**src/rtl/dataPkg.sv**
```systemverilog
`default_nettype none

package dataPkg;

    typedef logic [31:0] word;     // Bus and register width.
    typedef logic [63:0] dword;    // Z register, wide enough for a product.
    typedef logic [3:0]  regIndex; // General register number, R0 to R15.

    // Level strobes from the sequencer.
    // A strobe that is high at a rising edge loads its register.
    typedef struct packed {
        logic gra;      // Register named by the ra field.
        logic grb;      // Register named by the rb field.
        logic grc;      // Register named by the rc field.
        logic rIn;      // Write the selected general register.
        logic rOut;     // Selected general register drives the bus.
        logic pcIn;
        logic pcOut;
        logic marIn;
        logic mdrIn;
        logic mdrOut;
        logic read;     // MDR takes the memory data input.
        logic yIn;
        logic zIn;
        logic zLowOut;
        logic zHighOut;
        logic irIn;
        logic incPc;    // Z gets bus plus one.
    } ctrlStrobes;

endpackage

`default_nettype wire

```
**src/rtl/isaPkg.sv**
```systemverilog
`default_nettype none

package isaPkg;

    import dataPkg::*;

    // ALU opcodes.
    // The gaps belong to instructions this datapath does not execute.
    typedef enum logic [4:0] {
        opAdd = 5'd3,
        opSub = 5'd4,
        opAnd = 5'd5,
        opOr  = 5'd6,
        opShr = 5'd7,
        opShl = 5'd9,
        opMul = 5'd15,
        opNeg = 5'd17,
        opNot = 5'd18
    } opcode;

    // Instruction word layout, most significant field first.
    typedef struct packed {
        opcode         op;    // Bits 31..27.
        regIndex       ra;    // Bits 26..23, destination.
        regIndex       rb;    // Bits 22..19, first source.
        regIndex       rc;    // Bits 18..15, second source.
        logic [14:0]   spare; // Not decoded here.
    } instrFields;

    // 0x20228000 decodes as sub R0, R4, R5.

endpackage

`default_nettype wire

```
**src/rtl/aluExecute.sv**
```systemverilog
`timescale 1ns/1ns
`default_nettype none

module aluExecute
    import dataPkg::*, isaPkg::*;
(
    input  wire logic       clk,
    input  wire logic       rstN,
    input  wire ctrlStrobes ctrl,
    input  wire opcode      op,
    input  wire word        busWord,
    output dword            zData
);

    word  yQ;        // Operand A.
    dword zQ;
    dword aluResult;

    always_ff @(posedge clk or negedge rstN)
    begin
        if (!rstN)
            yQ <= '0;
        else if (ctrl.yIn)
            yQ <= busWord;
    end

    // Y is A, the bus is B.
    // Only the multiply reaches the upper half.
    always_comb
    begin
        aluResult = '0;
        if (ctrl.incPc)
        begin
            aluResult[31:0] = busWord + word'(1); // PC increment overrides the opcode.
        end
        else
        begin
            case (op)
                opAdd:   aluResult[31:0] = yQ + busWord;
                opSub:   aluResult[31:0] = yQ - busWord;
                opAnd:   aluResult[31:0] = yQ & busWord;
                opOr:    aluResult[31:0] = yQ | busWord;
                opShr:   aluResult[31:0] = yQ >> busWord[4:0];
                opShl:   aluResult[31:0] = yQ << busWord[4:0];
                opMul:   aluResult       = dword'(yQ) * dword'(busWord);
                opNeg:   aluResult[31:0] = -busWord;
                opNot:   aluResult[31:0] = ~busWord;
                default: aluResult[31:0] = busWord; // Unknown opcode passes B.
            endcase
        end
    end

    // Result register.
    always_ff @(posedge clk or negedge rstN)
    begin
        if (!rstN)
            zQ <= '0;
        else if (ctrl.zIn)
            zQ <= aluResult;
    end

    assign zData = zQ;

endmodule

`default_nettype wire

```
**src/rtl/busSelect.sv**
```systemverilog
`timescale 1ns/1ns
`default_nettype none

module busSelect
    import dataPkg::*;
(
    input  wire ctrlStrobes ctrl,
    input  wire word        mdrData,
    input  wire dword       zData,
    input  wire word        pcWord,
    input  wire word        regData,
    output word             busWord
);

    // Fixed priority in case the sequencer raises two out strobes.
    always_comb
    begin
        if (ctrl.mdrOut)
            busWord = mdrData;
        else if (ctrl.zLowOut)
            busWord = zData[31:0];
        else if (ctrl.zHighOut)
            busWord = zData[63:32]; // Upper half of a product.
        else if (ctrl.pcOut)
            busWord = pcWord;
        else if (ctrl.rOut)
            busWord = regData;
        else
            busWord = '0;           // Idle bus.
    end

endmodule

`default_nettype wire

```
**src/rtl/datapath.sv**
```systemverilog
`timescale 1ns/1ns
`default_nettype none

module datapath
    import dataPkg::*, isaPkg::*;
(
    input  wire logic       clk,
    input  wire logic       rstN,
    input  wire ctrlStrobes ctrl,
    input  wire word        mdataIn,
    output word             busWord,
    output word             pcWord,
    output word             marAddr,
    output word             irWord
);

    opcode   op;
    regIndex regSel;
    word     regData;
    word     mdrData;
    dword    zData;
    word     pcQ;

    // Program counter, advanced through Z with incPc.
    always_ff @(posedge clk or negedge rstN)
    begin
        if (!rstN)
            pcQ <= '0;
        else if (ctrl.pcIn)
            pcQ <= busWord;
    end

    assign pcWord = pcQ;

    instrDecode decode (
        .clk     (clk),
        .rstN    (rstN),
        .ctrl    (ctrl),
        .busWord (busWord),
        .irWord  (irWord),
        .op      (op),
        .regSel  (regSel)
    );

    regFile regs (
        .clk     (clk),
        .rstN    (rstN),
        .regSel  (regSel),
        .rIn     (ctrl.rIn),
        .busWord (busWord),
        .regData (regData)
    );

    memInterface mem (
        .clk     (clk),
        .rstN    (rstN),
        .ctrl    (ctrl),
        .busWord (busWord),
        .mdataIn (mdataIn),
        .marAddr (marAddr),
        .mdrData (mdrData)
    );

    aluExecute execute (
        .clk     (clk),
        .rstN    (rstN),
        .ctrl    (ctrl),
        .op      (op),
        .busWord (busWord),
        .zData   (zData)
    );

    busSelect result (
        .ctrl    (ctrl),
        .mdrData (mdrData),
        .zData   (zData),
        .pcWord  (pcQ),
        .regData (regData),
        .busWord (busWord)
    );

endmodule

`default_nettype wire

```
**src/rtl/instrDecode.sv**
```systemverilog
`timescale 1ns/1ns
`default_nettype none

module instrDecode
    import dataPkg::*, isaPkg::*;
(
    input  wire logic       clk,
    input  wire logic       rstN,
    input  wire ctrlStrobes ctrl,
    input  wire word        busWord,
    output word             irWord,
    output opcode           op,
    output regIndex         regSel
);

    word        irQ;
    instrFields irFields;

    // Instruction register.
    always_ff @(posedge clk or negedge rstN)
    begin
        if (!rstN)
            irQ <= '0;
        else if (ctrl.irIn)
            irQ <= busWord;
    end

    assign irFields = instrFields'(irQ); // Split into fields.
    assign irWord   = irQ;
    assign op       = irFields.op;

    // Register select, gra wins over grb, grb over grc.
    always_comb
    begin
        if (ctrl.gra)
            regSel = irFields.ra;
        else if (ctrl.grb)
            regSel = irFields.rb;
        else if (ctrl.grc)
            regSel = irFields.rc;
        else
            regSel = '0;
    end

endmodule

`default_nettype wire

```
**src/rtl/memInterface.sv**
```systemverilog
`timescale 1ns/1ns
`default_nettype none

module memInterface
    import dataPkg::*;
(
    input  wire logic       clk,
    input  wire logic       rstN,
    input  wire ctrlStrobes ctrl,
    input  wire word        busWord,
    input  wire word        mdataIn,
    output word             marAddr,
    output word             mdrData
);

    word marQ;
    word mdrQ;
    word mdrNext;

    assign mdrNext = ctrl.read ? mdataIn : busWord; // Memory side or bus side.

    always_ff @(posedge clk or negedge rstN)
    begin
        if (!rstN)
        begin
            marQ <= '0;
            mdrQ <= '0;
        end
        else
        begin
            if (ctrl.marIn)
                marQ <= busWord;
            if (ctrl.mdrIn)
                mdrQ <= mdrNext;
        end
    end

    assign marAddr = marQ;
    assign mdrData = mdrQ;

endmodule

`default_nettype wire

```
**src/rtl/regFile.sv**
```systemverilog
`timescale 1ns/1ns
`default_nettype none

module regFile
    import dataPkg::*;
(
    input  wire logic    clk,
    input  wire logic    rstN,
    input  wire regIndex regSel,
    input  wire logic    rIn,
    input  wire word     busWord,
    output word          regData
);

    word regs [16]; // R0 to R15.

    // One write port, addressed by the decoded IR field.
    always_ff @(posedge clk or negedge rstN)
    begin
        if (!rstN)
        begin
            for (int i = 0; i < 16; i++)
                regs[i] <= '0;
        end
        else if (rIn)
        begin
            regs[regSel] <= busWord;
        end
    end

    // Combinational read of the same register.
    assign regData = regs[regSel];

endmodule

`default_nettype wire

```
**config.mk**
```make
export PLATFORM = sky130hd
export DESIGN_NAME = datapath
export DESIGN_NICKNAME = d
export VERILOG_FILES = /design/src/rtl/dataPkg.sv /design/src/rtl/isaPkg.sv /design/src/rtl/aluExecute.sv /design/src/rtl/busSelect.sv /design/src/rtl/datapath.sv /design/src/rtl/instrDecode.sv /design/src/rtl/memInterface.sv /design/src/rtl/regFile.sv
export SDC_FILE = /design/constraint.sdc
export NUM_CORES = 2
export LEC_CHECK = 0
export ABC_AREA = 1
export BUFFER_PORTS_ARGS = -buffer_cell sky130_fd_sc_hd__clkbuf_2
export CAP_MARGIN = 20
export CELL_PAD_IN_SITES_DETAIL_PLACEMENT = 1
export CELL_PAD_IN_SITES_GLOBAL_PLACEMENT = 1
export CORE_ASPECT_RATIO = 1.2
export CORE_MARGIN = 8
export CORE_UTILIZATION = 46
export DETAILED_ROUTE_END_ITERATION = 10
export GPL_ROUTABILITY_DRIVEN = 0
export PLACE_DENSITY_LB_ADDON = 0.1
export SLEW_MARGIN = 10
export SYNTH_ARGS = -nofsm -noshare
export SYNTH_HDL_FRONTEND = slang
export SYNTH_HIERARCHICAL = 1
export SYNTH_SLANG_ARGS = --single-unit
```
**constraint.sdc**
```tcl
create_clock -name clk -period 15.8 [get_ports clk]
set_input_delay 0.79 -clock clk [delete_from_list [all_inputs] [get_ports clk]]
set_output_delay 0.79 -clock clk [all_outputs]
set_load 0.05 [all_outputs]
```
==> impl_metrics.tcl <==
set metrics [dict create \
    clk_latency_ns 0.75 \
    setup_ws_ns 3.697 \
    crit_fanout 91 \
    drc_errors 0 \
    post_cts_buffers 0 \
    ant_nets 0 \
    firstDrtPassIters 6 \
    syn_inst 11640 \
    root_buffer "clkbuf_16" \
    viasPerCell 5.662 \
    antenna_found_initial 18 \
    die_y_um 475.0 \
    grt_pass1_wl_mm 523.4 \
    rows 168 \
    status "finished, final reports clean" \
    skew_ns 0.05540 \
    endpoint_kind "flop" \
    die_x_um 398.5 \
    min_period_over_period_pct 76.60 \
    synthFlopType "dfrtp_1" \
    cts.htree.levels 3 \
    cts_resized 0 \
    cts_hold_buffers 0 \
    worstHoldPathType "input pin to async pin" \
    drtIter0Drc 6307 \
    tightest_slew_ns 1.153 \
    drt-total-wl_mm 351.2 \
    crit_type "flop to flop" \
    io_pins 179 \
    drive_gt1_share_pct 5.674 \
    r2r_slack_ns 3.70 \
    max_stage_delay_ns 0.95 \
    grt-ovfl-total 0 \
    vias 77990 \
    path_clk_slew_ns 0.06 \
    clkSinkCount 736 \
    required_ns 16.43 \
    max_freq_mhz 82.62 \
    ff2ff_path_depth 50 \
    final_nets 12720 \
    ys_seq_area_share_pct 22.80 \
    grtUsageTotal_pct 36.71 \
    slowest_stage "buf_4" \
    clk_path_buf_depth 3 \
    ys_types 52 \
    fin_crit_ns 12.10 \
    io_buffer_count 178 \
    coreArea_mm2 0.1745 \
    utilization_pct 49.32 \
    dp_hpwl_mm 261.0 \
    grt_max_degree 134 \
    wl_per_cell_um 25.50 \
    start_util_pct 46.29 \
    slew_headroom_pct 22.96 \
    arrival_ns 12.73 \
    dp_slack_ns 3.395 \
    synth_fp_nets 12950 \
    ys_ff_latch 736 \
    hold_viol 0 \
    holdWs_ns 0.1679 \
    rsz0062_at_grt "false" \
    start_kind "flop" \
    synth_area_per_cell_um2 6.939 \
    fin_tns_setup_ns 0 \
    crit_top_cell "nand2_1" \
    dieArea_mm2 0.1893 \
    setup_viol 0 \
    regToRegStartpoint "decode/irWord[15]" \
    numCtsBuffers 87 \
    r2r_end "execute/zData[26]" \
    async_flop_share_pct 100.0 \
    areaGrowthSynthToFinish_pct 6.528 \
    grt_pass1_vias 83350 \
    ys_warn_count 6 \
    drv.max_cap_violation_count 0 \
    cts_tree "yes" \
    slew_violations 0 \
    netlist_area_mm2 0.08077 \
    synth_edf_count 0 \
]
sequential cells by signal (all words and copies together) (netlist names):
name	cells
execute/zData	64
execute/yQ	32
regs/regs	512
decode/irWord	32
mem/marAddr	32
mem/mdrData	32
pcWord	32
critical path: cells and delay by family (launching register included):
family | cells | cell delay [ns]
adders and majority gates | 9 | 4.41
and+or+nand+nor | 30 | 4.25
buffers and inverters | 10 | 2.85
DFF | 1 | 0.39
AOI/OAI and AO/OA | 1 | 0.06
layer usage:
layer	vias up	share of wire (%)	global-route usage [%]
met5	-	0.028	0
met4	14	9.0	27.15
met3	1336	7.0	6.175
met2	3234	47	60.54
met1	39230	37	43.09
li1	34180	-	-
logic make-up after synthesis:
logic type,after synthesis,share of synthesized area (%)
buffers and inverters,2746,13.37
AOI/OAI and AO/OA,1122,7.328
DFF,736,22.80
and+or+nand+nor,5752,28.38
xor gates and xnor gates,26,0.2819
adders and majority gates,1258,27.84
metrics by stage:
step                      area [um^2]  instances
after global routing            86030      13770
final                           86040      13780
after floorplan                 80770      11640
after global placement          82990      13610
after CTS                       86020      13770
after detailed placement        83010      13610
cell usage in the layout (no fill, tap or decap), types with 5 or more instances in the layout:
cell	instances
dfrtp_1	736
and2_1	17
nor3_1	46
o21ai_1	44
clkbuf_2	176
xor2_1	19
nand3b_1	19
bufinv_16	5
inv_1	2070
a21oi_1	560
nor2_1	729
o21a_1	5
nor2_2	6
nand4_1	49
nand3_2	24
buf_4	155
fa_1	898
clkbuf_1	11
inv_2	10
diode_2	6
clkinv_2	16
o21bai_1	8
clkinv_1	5
clkbuf_8	26
nor4_1	12
a21o_1	13
o211ai_1	35
o21ai_2	29
nand3_1	508
clkbuf_16	87
nand2_1	4241
xnor2_1	7
ha_1	360
o21ai_0	411
nand2_2	52
nor2_4	15
or2_2	19
synthesized netlist by cell type (19+ instances only):
cell | n | share of area (%)
o21ai_2 | 29 | 0.31
or2_2 | 19 | 0.15
nand3_2 | 24 | 0.30
dfrtp_1 | 736 | 23
nand2_1 | 4281 | 20
clkbuf_1 | 406 | 1.9
o211ai_1 | 35 | 0.33
fa_1 | 898 | 22
a21oi_1 | 560 | 3.5
o21ai_1 | 44 | 0.27
nor2_1 | 732 | 3.4
o21ai_0 | 411 | 2.5
buf_2 | 127 | 0.79
ha_1 | 360 | 5.6
inv_1 | 2071 | 9.6
nand3b_1 | 19 | 0.18
nor3_1 | 46 | 0.29
buf_1 | 73 | 0.34
nand4_1 | 49 | 0.38
buf_4 | 24 | 0.22
nand3_1 | 508 | 3.1
xor2_1 | 19 | 0.21
worst max path at each step:
stage	cells after the start	endpoint	from	slack (ns)
after floorplan	51	execute/zData[42]	ctrl[15]	6.08
after global placement	50	execute/zData[26]	ctrl[16]	3.58
after detailed placement	50	execute/zData[26]	ctrl[16]	3.40
after CTS	50	execute/zData[26]	decode/irWord[15]	3.96
after global routing	50	execute/zData[25]	decode/irWord[15]	3.19
final	50	execute/zData[26]	decode/irWord[15]	3.70
final cells by class:
cell class | instances | area, um^2
Clock inverter | 32 | 434.2
Fill cell | 22770 | 88430
Antenna cell | 6 | 15.01
Clock buffer | 124 | 2576
Inverter | 2090 | 7870
Tap cell | 2295 | 2872
Sequential cell | 736 | 18420
Multi-Input combinational cell | 8158 | 51750
Timing Repair Buffer | 334 | 2107
Power is left out: the tool's default activity adds up to more than one toggle a clock period on the data nets, which glitch-free logic cannot reach.
